[src/verilog/rx_parse_pkg.sv]
// Receive parser definitions
`default_nettype none

package rx_parse_pkg;

  // field and word widths
  localparam int packet_type_w = 13;
  localparam int handle_w      = 16;
  localparam int q_w           = 4;
  localparam int sel_w         = 2;
  localparam int updn_w        = 3;
  localparam int bank_w        = 2;
  localparam int ptr_w         = 8;
  localparam int words_w       = 8;
  localparam int data_w        = 16;
  localparam int ebv_byte_w    = 8;
  localparam int bit_count_w   = 5;

  // bits skipped ahead of the captured fields
  localparam int query_skip_head = 4;
  localparam int query_skip_mid  = 3;
  localparam int queryadj_skip   = 2;

  // one-hot command word as decoded by the receiver
  typedef logic [packet_type_w-1:0] packet_type_t;
  typedef logic [handle_w-1:0]      handle_t;

  // codes keep their receiver bit positions
  localparam packet_type_t cmd_queryrep = 13'b0000000000001;
  localparam packet_type_t cmd_ack      = 13'b0000000000010;
  localparam packet_type_t cmd_query    = 13'b0000000000100;
  localparam packet_type_t cmd_queryadj = 13'b0000000001000;
  // select and nack carry no fields here
  localparam packet_type_t cmd_select   = 13'b0000000010000;
  localparam packet_type_t cmd_nack     = 13'b0000000100000;
  localparam packet_type_t cmd_reqrn    = 13'b0000001000000;
  localparam packet_type_t cmd_read     = 13'b0000010000000;
  localparam packet_type_t cmd_write    = 13'b0000100000000;

  // every field the parser hands to the tag controller
  typedef struct packed {
    logic [q_w-1:0]     q;
    logic [sel_w-1:0]   sel;
    logic [updn_w-1:0]  updn;
    logic [bank_w-1:0]  bank;
    logic [ptr_w-1:0]   ptr;
    logic [words_w-1:0] words;
    logic [data_w-1:0]  write_data;
  } rx_fields_t;

  // sequencer phases, one per field of the packet
  typedef enum logic [3:0] {
    skip_head,
    sel,
    skip_mid,
    q,
    updn,
    bank,
    ebv_ptr,
    words,
    data,
    handle,
    idle
  } parse_phase_t;

endpackage

`default_nettype wire
[src/verilog/ebv_ptr_parser.sv]
// EBV word pointer parser
`timescale 1ns/10ps
`default_nettype none

module ebv_ptr_parser (
  input  wire logic                          reset,
  input  wire logic                          bitinclk,
  input  wire logic                          bitin,
  input  wire logic                          ptr_phase,
  output logic [rx_parse_pkg::ptr_w-1:0]     ptr,
  output logic                               ptr_done
);

  // position inside the current ebv byte
  logic [$clog2(rx_parse_pkg::ebv_byte_w)-1:0] byte_count;
  // extension flag was clear, this byte carries the pointer
  logic                                        final_byte;
  logic                                        done;
  logic                                        byte_end;

  assign byte_end = (int'(byte_count) == rx_parse_pkg::ebv_byte_w - 1);

  // high only on the edge that takes the last pointer bit
  assign ptr_done = ptr_phase && !done && final_byte && byte_end;

  always_ff @(posedge bitinclk or posedge reset) begin
    if (reset) begin
      byte_count <= '0;
      final_byte <= 1'b0;
      done       <= 1'b0;
      ptr        <= '0;
    end else if (ptr_phase && !done) begin
      // counter wraps at the byte boundary
      byte_count <= byte_count + 1'b1;
      if (byte_count == '0) begin
        // first bit set means another byte follows
        final_byte <= ~bitin;
      end else if (final_byte) begin
        // seven bits shift in, top bit stays zero
        ptr <= {ptr[rx_parse_pkg::ptr_w-2:0], bitin};
        if (byte_end)
          done <= 1'b1;
      end
      // extended bytes are simply skipped
    end
  end

endmodule

`default_nettype wire

[src/verilog/field_sequencer.sv]
// Command field sequencer
`timescale 1ns/10ps
`default_nettype none

module field_sequencer (
  input  wire logic                      reset,
  input  wire logic                      bitinclk,
  input  wire logic                      bitin,
  input  wire rx_parse_pkg::packet_type_t packet_type,
  input  wire rx_parse_pkg::handle_t      current_rn,
  input  wire logic                      ptr_done,
  output logic                           ptr_phase,
  output logic                           handle_phase,
  output rx_parse_pkg::rx_fields_t       fields_plain,
  output logic                           write_data_ready
);

  // registered phase, valid once the first bit has been taken
  rx_parse_pkg::parse_phase_t phase;
  rx_parse_pkg::parse_phase_t start_phase;
  rx_parse_pkg::parse_phase_t cur_phase;
  rx_parse_pkg::parse_phase_t next_phase;
  logic                                    running;
  logic [rx_parse_pkg::bit_count_w-1:0]    bit_count;
  logic                                    field_last;
  int                                      field_len;
  // write data lands msb first
  logic [$clog2(rx_parse_pkg::data_w)-1:0] data_idx;

  // first field depends only on the command word
  always_comb begin
    case (packet_type)
      rx_parse_pkg::cmd_query,
      rx_parse_pkg::cmd_queryadj: start_phase = rx_parse_pkg::skip_head;
      rx_parse_pkg::cmd_ack,
      rx_parse_pkg::cmd_reqrn:    start_phase = rx_parse_pkg::handle;
      rx_parse_pkg::cmd_read,
      rx_parse_pkg::cmd_write:    start_phase = rx_parse_pkg::bank;
      // anything else carries nothing we parse
      default:                    start_phase = rx_parse_pkg::idle;
    endcase
  end

  // on the first edge after reset the phase comes straight from the command
  assign cur_phase = running ? phase : start_phase;

  // length of the current field and the phase after it
  always_comb begin
    field_len  = 0;
    next_phase = cur_phase;
    case (cur_phase)
      rx_parse_pkg::skip_head: begin
        if (packet_type == rx_parse_pkg::cmd_query) begin
          field_len  = rx_parse_pkg::query_skip_head;
          next_phase = rx_parse_pkg::sel;
        end else begin
          field_len  = rx_parse_pkg::queryadj_skip;
          next_phase = rx_parse_pkg::updn;
        end
      end
      rx_parse_pkg::sel: begin
        field_len  = rx_parse_pkg::sel_w;
        next_phase = rx_parse_pkg::skip_mid;
      end
      rx_parse_pkg::skip_mid: begin
        field_len  = rx_parse_pkg::query_skip_mid;
        next_phase = rx_parse_pkg::q;
      end
      rx_parse_pkg::q: begin
        field_len  = rx_parse_pkg::q_w;
        next_phase = rx_parse_pkg::idle;
      end
      rx_parse_pkg::updn: begin
        field_len  = rx_parse_pkg::updn_w;
        next_phase = rx_parse_pkg::idle;
      end
      rx_parse_pkg::bank: begin
        field_len  = rx_parse_pkg::bank_w;
        next_phase = rx_parse_pkg::ebv_ptr;
      end
      // pointer length is set by the ebv parser
      rx_parse_pkg::ebv_ptr: begin
        next_phase = (packet_type == rx_parse_pkg::cmd_read) ? rx_parse_pkg::words
                                                             : rx_parse_pkg::data;
      end
      rx_parse_pkg::words: begin
        field_len  = rx_parse_pkg::words_w;
        next_phase = rx_parse_pkg::handle;
      end
      rx_parse_pkg::data: begin
        field_len  = rx_parse_pkg::data_w;
        next_phase = rx_parse_pkg::handle;
      end
      rx_parse_pkg::handle: begin
        field_len  = rx_parse_pkg::handle_w;
        next_phase = rx_parse_pkg::idle;
      end
      default: begin
        field_len  = 0;
        next_phase = rx_parse_pkg::idle;
      end
    endcase
  end

  // this bit closes the field
  assign field_last = (cur_phase == rx_parse_pkg::ebv_ptr) ? ptr_done
                                                           : (int'(bit_count) == field_len - 1);

  assign data_idx     = ~bit_count[$clog2(rx_parse_pkg::data_w)-1:0];
  assign ptr_phase    = (cur_phase == rx_parse_pkg::ebv_ptr);
  assign handle_phase = (cur_phase == rx_parse_pkg::handle);

  // phase and bit counter
  always_ff @(posedge bitinclk or posedge reset) begin
    if (reset) begin
      running   <= 1'b0;
      phase     <= rx_parse_pkg::idle;
      bit_count <= '0;
    end else begin
      running <= 1'b1;
      if (cur_phase != rx_parse_pkg::idle && field_last) begin
        phase     <= next_phase;
        bit_count <= '0;
      end else begin
        phase <= cur_phase;
        // no counting while the pointer parser owns the stream
        if (cur_phase != rx_parse_pkg::idle && cur_phase != rx_parse_pkg::ebv_ptr)
          bit_count <= bit_count + 1'b1;
      end
    end
  end

  // field capture, all msb first
  always_ff @(posedge bitinclk or posedge reset) begin
    if (reset) begin
      fields_plain     <= '0;
      write_data_ready <= 1'b0;
    end else begin
      case (cur_phase)
        rx_parse_pkg::sel:
          fields_plain.sel <= {fields_plain.sel[rx_parse_pkg::sel_w-2:0], bitin};
        rx_parse_pkg::q:
          fields_plain.q <= {fields_plain.q[rx_parse_pkg::q_w-2:0], bitin};
        rx_parse_pkg::updn:
          fields_plain.updn <= {fields_plain.updn[rx_parse_pkg::updn_w-2:0], bitin};
        rx_parse_pkg::bank:
          fields_plain.bank <= {fields_plain.bank[rx_parse_pkg::bank_w-2:0], bitin};
        rx_parse_pkg::words:
          fields_plain.words <= {fields_plain.words[rx_parse_pkg::words_w-2:0], bitin};
        rx_parse_pkg::data: begin
          // cover-coded against the current rn16
          fields_plain.write_data[data_idx] <= bitin ^ current_rn[data_idx];
          if (field_last)
            write_data_ready <= 1'b1;
        end
        default: ;
      endcase
    end
  end

endmodule

`default_nettype wire

[src/verilog/handle_matcher.sv]
// Serial handle matcher
`timescale 1ns/10ps
`default_nettype none

module handle_matcher (
  input  wire logic                 reset,
  input  wire logic                 bitinclk,
  input  wire logic                 bitin,
  input  wire logic                 handle_phase,
  input  wire rx_parse_pkg::handle_t current_handle,
  output logic                      handle_match
);

  // handle bit index, counts from the msb
  logic [$clog2(rx_parse_pkg::handle_w)-1:0] bit_idx;
  logic                                      match_failed;
  logic                                      bit_ok;
  logic                                      last_bit;

  // ~bit_idx walks the handle from bit 15 down
  assign bit_ok   = (bitin == current_handle[~bit_idx]);
  assign last_bit = &bit_idx;

  always_ff @(posedge bitinclk or posedge reset) begin
    if (reset) begin
      bit_idx      <= '0;
      match_failed <= 1'b0;
      handle_match <= 1'b0;
    end else if (handle_phase && !match_failed && !handle_match) begin
      bit_idx <= bit_idx + 1'b1;
      if (!bit_ok)
        // one wrong bit fails the whole handle
        match_failed <= 1'b1;
      else if (last_bit)
        handle_match <= 1'b1;
    end
  end

endmodule

`default_nettype wire

[src/verilog/packet_parse.sv]
// Packet parser top level
`timescale 1ns/10ps
`default_nettype none

module packet_parse (
  input  wire logic                      reset,
  input  wire logic                      bitinclk,
  input  wire logic                      bitin,
  input  wire rx_parse_pkg::packet_type_t packet_type,
  input  wire rx_parse_pkg::handle_t      current_handle,
  input  wire rx_parse_pkg::handle_t      current_rn,
  output rx_parse_pkg::rx_fields_t       fields,
  output logic                           handle_match,
  output logic                           write_data_ready
);

  // sequencer hands the stream to the pointer parser and the matcher
  logic                             ptr_phase;
  logic                             ptr_done;
  logic                             handle_phase;
  logic [rx_parse_pkg::ptr_w-1:0]   ptr;
  rx_parse_pkg::rx_fields_t         fields_plain;

  field_sequencer field_sequencer_i (
    .reset            (reset),
    .bitinclk         (bitinclk),
    .bitin            (bitin),
    .packet_type      (packet_type),
    .current_rn       (current_rn),
    .ptr_done         (ptr_done),
    .ptr_phase        (ptr_phase),
    .handle_phase     (handle_phase),
    .fields_plain     (fields_plain),
    .write_data_ready (write_data_ready)
  );

  ebv_ptr_parser ebv_ptr_parser_i (
    .reset     (reset),
    .bitinclk  (bitinclk),
    .bitin     (bitin),
    .ptr_phase (ptr_phase),
    .ptr       (ptr),
    .ptr_done  (ptr_done)
  );

  handle_matcher handle_matcher_i (
    .reset          (reset),
    .bitinclk       (bitinclk),
    .bitin          (bitin),
    .handle_phase   (handle_phase),
    .current_handle (current_handle),
    .handle_match   (handle_match)
  );

  // pointer comes from its own parser, the rest from the sequencer
  always_comb begin
    fields     = fields_plain;
    fields.ptr = ptr;
  end

endmodule

`default_nettype wire

[config.mk]
export PLATFORM = sky130hd
export DESIGN_NAME = packet_parse
export DESIGN_NICKNAME = d
export VERILOG_FILES = /design/src/verilog/rx_parse_pkg.sv /design/src/verilog/ebv_ptr_parser.sv /design/src/verilog/field_sequencer.sv /design/src/verilog/handle_matcher.sv /design/src/verilog/packet_parse.sv
export SDC_FILE = /design/constraint.sdc
export NUM_CORES = 1
export LEC_CHECK = 0
export ABC_CLOCK_PERIOD_IN_PS = 10600
export BUFFER_PORTS_ARGS = -buffer_cell sky130_fd_sc_hd__buf_2
export CAP_MARGIN = 0
export CORE_MARGIN = 8
export CORE_UTILIZATION = 50
export CTS_CLUSTER_SIZE = 40
export DETAILED_ROUTE_END_ITERATION = 8
export PLACE_DENSITY = 0.76
export RECOVER_POWER = 50
export SETUP_SLACK_MARGIN = 0.3
export SYNTH_ARGS = -nofsm -noshare
export SYNTH_HDL_FRONTEND = slang
export SYNTH_SLANG_ARGS = --single-unit
[constraint.sdc]
create_clock -name bitinclk -period 10.6 [get_ports bitinclk]
set_input_delay 1.06 -clock bitinclk [delete_from_list [all_inputs] [get_ports bitinclk]]
set_output_delay 1.06 -clock bitinclk [all_outputs]
set_load 0.05 [all_outputs]
# --- Word-level counts from Yosys, hierarchy flattened ---
# Index checks and enable logic that the tools add are counted.
totals:
  reg_bits: 65
  inputBits: 48
  wordCells: 95
  output_inout_bits: 45
op_classes:
  n_addsub: 4
  n_reduce_logical: 27
  n_bitwise: 6
  n_mux: 18
  n_lt_le_gt_ge: 3
  eq_ne: 20
ops:
  columns: ["op", "n"]
  rows:
  - ["$pmux W32 S6", 1]
  - ["$eq A6 B32 Y1", 1]
  - ["$sub A32 B2 Y32 const B", 1]
  - ["$pmux W4 S6", 1]
  - ["$bwmux W16", 1]
  - ["$eq A4 B3 Y1 const B", 4]
  - ["$reduce_or A2 Y1", 7]
  - ["$eq A13 B2 Y1 const B", 1]
  - ["$eq A13 B3 Y1 const B", 1]
  - ["$eq A13 B4 Y1 const B", 1]
  - ["$eq A13 B7 Y1 const B", 1]
  - ["$eq A13 B8 Y1 const B", 1]
  - ["$eq A13 B9 Y1 const B", 1]
  - ["$mux W4", 3]
  - ["$pmux W4 S3", 1]
  - ["$lt A4 B5 Y1 const B", 2]
  - ["$mux W5", 2]
  - ["$bmux W1 S4", 2]
  - ["$eq A4 B2 Y1 const B", 2]
  - ["$eq A4 B4 Y1 const B", 2]
  - ["$logic_and A1 B1 Y1", 8]
  - ["$not A4 Y4", 2]
  - ["$mux W3", 2]
  - ["$reduce_and A2 Y1", 3]
  - ["20 further kinds", 27]

# --- Longest topological paths before layout ---
depth:
  word_depth: 12
  ltp_mapped: 15
  ltp_nobuf: 14

# --- By module ---
# A second synthesis with hierarchy kept.
hier_totals:
  cells_unflattened: 338
  hier_area_um2: 3817.4
modules_own_cells:
  columns: ["module", "cells_each", "seq_area_each_um2", "area_each_um2", "instances"]
  rows:
  - ["field_sequencer", 267, 1153.6, 2801.4, 1]
  - ["ebv_ptr_parser", 39, 325.3, 573.0, 1]
  - ["handle_matcher", 32, 150.1, 442.9, 1]

# --- Worst setup path after synthesis ---
# No wires, ideal clock.
synth_path:
  kind: "input port to flip-flop"
  from: "input packet_type[6]"
  to: "register field_sequencer_i.bit_count[2] (netlist name)"
  path_buffers: 1
  path_stages: 15
  path_slack_ns: 6.399
  arrival_ns: 4.075
  required_ns: 10.474
  setup_time_ns: 0.126
  path_cell_list: "buf_2 nor4_2 nand4b_2 a22oi_2 a211oi_1 ha_1 o21ai_0 a21oi_1 ha_1 xnor2_1 a2111oi_4 o311ai_1 o21a_2 and2_4 a221o_1"
synth_via:
  elab_chain_len: 12
  elab_cells_between_ends: 38
  cone_classes: "add/sub: 1; eq/ne: 18; mux: 6; reduce/logical: 13"
synth_rtl:
  columns: ["item", "line_no", "text"]
  rows:
  - ["start, declared", "packet_parse.sv:9", "input wire rx_parse_pkg::packet_type_t packet_type,"]
  - ["$eq A13 B9 Y1 (tied with other cells)", "field_sequencer.sv:32", "case (packet_type)"]
  - ["$reduce_or A2 Y1", "field_sequencer.sv:32", null]
  - ["$pmux W4 S3", "field_sequencer.sv:32", null]
  - ["$mux W4", "field_sequencer.sv:45", "assign cur_phase = running ? phase : start_phase;"]
  - ["$eq A4 B4 Y1 (tied with other cells)", "field_sequencer.sv:51", "case (cur_phase)"]
  - ["$reduce_or A2 Y1 (no line)", null, null]
  - ["$pmux W32 S6", "field_sequencer.sv:51", null]
  - ["$sub A32 B2 Y32", "field_sequencer.sv:107", ": (int'(bit_count) == field_len - 1);"]
  - ["$eq A6 B32 Y1", "field_sequencer.sv:107", null]
  - ["$mux W1", "field_sequencer.sv:106", "assign field_last = (cur_phase == rx_parse_pkg::ebv_ptr) ? ptr_done"]
  - ["$logic_and A1 B1 Y1", "field_sequencer.sv:121", "if (cur_phase != rx_parse_pkg::idle && field_last) begin"]
  - ["$mux W5 or $reduce_bool A2 Y1 (tied branches)", null, null]
  - ["end signal, assigned", "field_sequencer.sv:128", "bit_count <= bit_count + 1'b1;"]
  - ["end, declared", "field_sequencer.sv:24", "logic [rx_parse_pkg::bit_count_w-1:0] bit_count;"]
# Several ways; a longest one is shown, not always the timed one.
# A chain may end at the register's enable or synchronous reset.

# --- Final worst setup path ---
layout_path:
  from: "input packet_type[12]"
  to: "register field_sequencer_i.phase[2]"
layout_via:
  elab_chain_len: 12
  elab_cells_between_ends: 39
  cone_classes: "add/sub: 1; eq/ne: 17; mux: 9; reduce/logical: 12"
layout_rtl:
  columns: ["item", "line_no", "text"]
  rows:
  - ["$eq A13 B9 Y1 (tied with other cells)", "field_sequencer.sv:32", null]
  - ["$reduce_or A2 Y1", "field_sequencer.sv:32", null]
  - ["$pmux W4 S3", "field_sequencer.sv:32", null]
  - ["$mux W4", "field_sequencer.sv:45", null]
  - ["$eq A4 B4 Y1 (tied with other cells)", "field_sequencer.sv:51", null]
  - ["$reduce_or A2 Y1 (no line)", null, null]
  - ["$pmux W32 S6", "field_sequencer.sv:51", null]
  - ["$sub A32 B2 Y32", "field_sequencer.sv:107", null]
  - ["$eq A6 B32 Y1", "field_sequencer.sv:107", null]
  - ["$mux W1", "field_sequencer.sv:106", null]
  - ["$logic_and A1 B1 Y1", "field_sequencer.sv:121", null]
  - ["$mux W4 (*)", "field_sequencer.sv:121", null]
  - ["end signal, assigned", "field_sequencer.sv:117", "phase <= rx_parse_pkg::idle;"]
  - ["end signal, assigned", "field_sequencer.sv:122", "phase <= next_phase;"]
  - ["end signal, assigned", "field_sequencer.sv:125", "phase <= cur_phase;"]
  - ["end, declared", "field_sequencer.sv:19", "rx_parse_pkg::parse_phase_t phase;"]
# Every way passes the cells marked *; elsewhere a longest branch is shown, timed or not.

==> run metrics <==
DRT iter0 DRCs=139; H-tree Lvls=3; outcome=finished, violations left; number of enable flip-flop cells after synthesis=0; Final period util=0.409; gpl congestion=0.929; Post-synth top cells=dfrtp_1 (63), mux2_2 (46), nand3_1 (17), nor2_1 (14), clkbuf_1 (13); row count=31; postcts setup bufs=0; Synth Instances=approximately 310; VDD IR-drop max=0.0000721 V; CTS Buffer Depth=2; CP Buf/Inv Count=1; dominant cells by area after synthesis=dfrtp_1 (43%), mux2_2 (14%), mux4_2 (6.1%); worst-case reg-to-reg path depth=14; cell area power density=between 150 and 200 nW/um2; hold bufs inserted after CTS=0; unrepaired setup endpoints after global routing=no; Worst path max stage delay=roughly 0.45 ns; Crit. End Element=flip-flop; first-pass GRT wire length=14.0 mm; diodes inserted=0; Seq cells post-synth=between 60 and 70; wire length per cell=between 15 and 20 um; layout cell share with drive strength beyond 1=0.394; cell type group with the largest total delay on the critical path=compound AO/OA/AOI/OAI gates; CTS Root Buffer Type=clkbuf_8; # nets final=457; failing checks=capacitance limit, slew limit; Tmin final=4.34 ns; initial antenna violation count=0; Max Clock Freq=231 MHz; clock latency on the worst-skew pair=0.34 ns; Ports=93; final setup TNS=0 ns; critical path endpoint=field_sequencer_i.phase[2]; router iterations before antenna repair=4; WP depth=15; Setup Viol. Count Final=0; top-count cell post-synth=dfrtp_1; async set-reset flop share out of synthesis=1.00; Hold Crit Class=reg2reg; Worst setup SP type=primary input; Core ar.=7180 um2; Die Width=roughly 100 um; pin count of the biggest net entering global routing=66; CTS buffer count=9; Worst path slowest cell=nor4_4; vias in the first global route=2863; hold_sp=handle_matcher_i.match_failed; drt drc=0; All-Layer GR Usage=0.171; Routed Antenna Nets=0; Vert. Die Dim=about 100 um; Synth Flop Type=dfrtp_1; Final Hold Fails=0; Syn Nets=371; sequential area share after synthesis=0.444; Vias per Instance=between 5 and 6; Arr. time, crit path=4.54 ns; Slew headroom=-1.33; worst-margin pin slew=3.49 ns; Netlist cell types=62; Critical Path RT=~11 ns; Initial Utilization=0.511; total gr overflow=0; Fill cells=between 600 and 700; Leak Pwr=2.00 nW; die area=10300 um2; Final Max Slew Viols=66; Synth Cell Area=3670 um2; Final HPWL DP=6.32 mm; worst-path cell chain=buf_2 -> nor4_4 -> nand4b_2 -> a22oi_2 -> a211oi_1 -> ha_1 -> o21ai_0 -> a21oi_1 -> ha_1 -> xnor2_1 -> a2111oi_4 -> o311ai_1 -> o21a_2 -> a2111oi_0 -> a21oi_1; YS warnings=0; CTS tree=yes; Max-Cap Viols=1; # port buffers=92; final WL=8.59 mm; Syn-to-layout area delta=17.9%; clock-pin slew on the worst setup and hold paths=around 0.07 ns; post-synth top area cell=dfrtp_1; Post-Synthesis Mean Instance Area=about 12 um2; total chip power=0.770 mW; reg2reg setup slack=6.52 ns; post_cts resized=0; Setup CP Type=in2reg; FF-to-FF Start=field_sequencer_i.running; RR Endpoint=field_sequencer_i.phase[2]; # clock sinks=65; top-area cell type share of the netlist area=0.430; Util after Layout=0.602; Max Fanout on Critical Path=10; CP Launch Point=packet_type[12]; vias after detailed routing=2924; Final Skew=0.00909 ns
state kept, by name, indices dropped and copies added, names as in the netlist:
name,count
ebv_ptr_parser_i.byte_count,3
ebv_ptr_parser_i.done,1
ebv_ptr_parser_i.final_byte,1
ebv_ptr_parser_i.ptr,8
field_sequencer_i.bit_count,5
field_sequencer_i.fields_plain,35
field_sequencer_i.phase,4
field_sequencer_i.running,1
field_sequencer_i.write_data_ready,1
handle_matcher_i.bit_idx,4
handle_matcher_i.handle_match,1
handle_matcher_i.match_failed,1
cell usage in the layout (no fill, tap or decap), types with 3 or more instances in the layout:
| cell type | n |
|---|---|
| buf_2 | 74 |
| nor4_1 | 4 |
| o41ai_1 | 3 |
| and3_1 | 3 |
| clkbuf_1 | 20 |
| mux2_2 | 46 |
| nand2_1 | 12 |
| nor2b_1 | 4 |
| nand3b_1 | 3 |
| clkbuf_8 | 9 |
| o21ai_0 | 7 |
| nor2_1 | 14 |
| mux4_2 | 10 |
| a21oi_1 | 7 |
| clkinv_2 | 4 |
| dfrtp_1 | 63 |
| nand3_1 | 17 |
| xnor2_1 | 8 |
| inv_1 | 8 |
| xor2_1 | 4 |
| and3b_1 | 3 |
| a211oi_1 | 5 |
| ha_1 | 10 |
| nand4_1 | 8 |
| nor3_1 | 4 |
cell type report:
cell class                      instances  area [um2]  area share
Clock inverter                          6        35.0     0.00811
Multi-Input combinational cell        221        1930       0.447
Inverter                                9        33.8     0.00782
Sequential cell                        65        1630       0.377
Clock buffer                           10         128      0.0295
Timing Repair Buffer                   93         442       0.102
Tap cell                               99         124      0.0287
worst register-to-register path, delay by kind of cell (launching register included):
| kind | cells | cell delay, ns |
|---|---|---|
| and+or+nand+nor | 1 | 0.54 |
| adders and majority gates | 2 | 0.55 |
| xor gates and xnor gates | 1 | 0.16 |
| DFF | 1 | 0.73 |
| AOI/OAI and AO/OA | 9 | 1.76 |
| buffers and inverters | 1 | 0.22 |
worst min path at each step:
stage / end / slack [ns] / depth (start not counted)
floorplan: handle_matcher_i.match_failed / 0.44 / 1
global placement: handle_matcher_i.match_failed / 0.46 / 1
detailed placement: handle_matcher_i.match_failed / 0.47 / 1
CTS: handle_matcher_i.match_failed / 0.49 / 1
global route: field_sequencer_i.fields_plain[15] / 0.52 / 1
finish: handle_matcher_i.match_failed / 0.49 / 1
report_power, final:
part | internal, mW | switching, mW
combinational | 0.0963 | 0.161
sequential | 0.285 | 0.0507
clock | 0.0831 | 0.0943
total | 0.464 | 0.306
stage by stage:
stage | cells | cell area [um2] | hold WS (ns) | worst slack (ns)
5_1_grt | 503 | 4320 | 0.517 | 5.91
4_1_cts | 503 | 4350 | 0.491 | 6.27
3_5_place_dp | 487 | 4190 | 0.471 | 5.93
6_report | 503 | 4320 | 0.489 | 6.26
3_3_place_gp | 487 | 4190 | 0.462 | 6.05
2_1_floorplan | 313 | 3670 | 0.444 | 6.40
metal layers:
metal | routed length (um) | vias up | GRT usage
met5 | 0 | - | 0
met2 | 4050 | 98 | 0.266
li1 | - | 1349 | -
met1 | 3810 | 1462 | 0.221
met4 | 163 | 0 | 0.0802
met3 | 567 | 15 | 0.0405
logic make-up (layout without fill, tap and decap cells):
| kind of cell | Yosys count | in the layout | share of synthesized area |
|---|---|---|---|
| muxes | 57 | 57 | 0.205 |
| and+or+nand+nor | 91 | 91 | 0.152 |
| xor gates and xnor gates | 12 | 12 | 0.0287 |
| adders and majority gates | 10 | 10 | 0.0341 |
| AOI/OAI and AO/OA | 50 | 50 | 0.106 |
| DFF | 65 | 65 | 0.444 |
| buffers and inverters | 27 | 118 | 0.0290 |
| other | 1 | 1 | 0.00102 |
(Power assumes the default switching activity.)
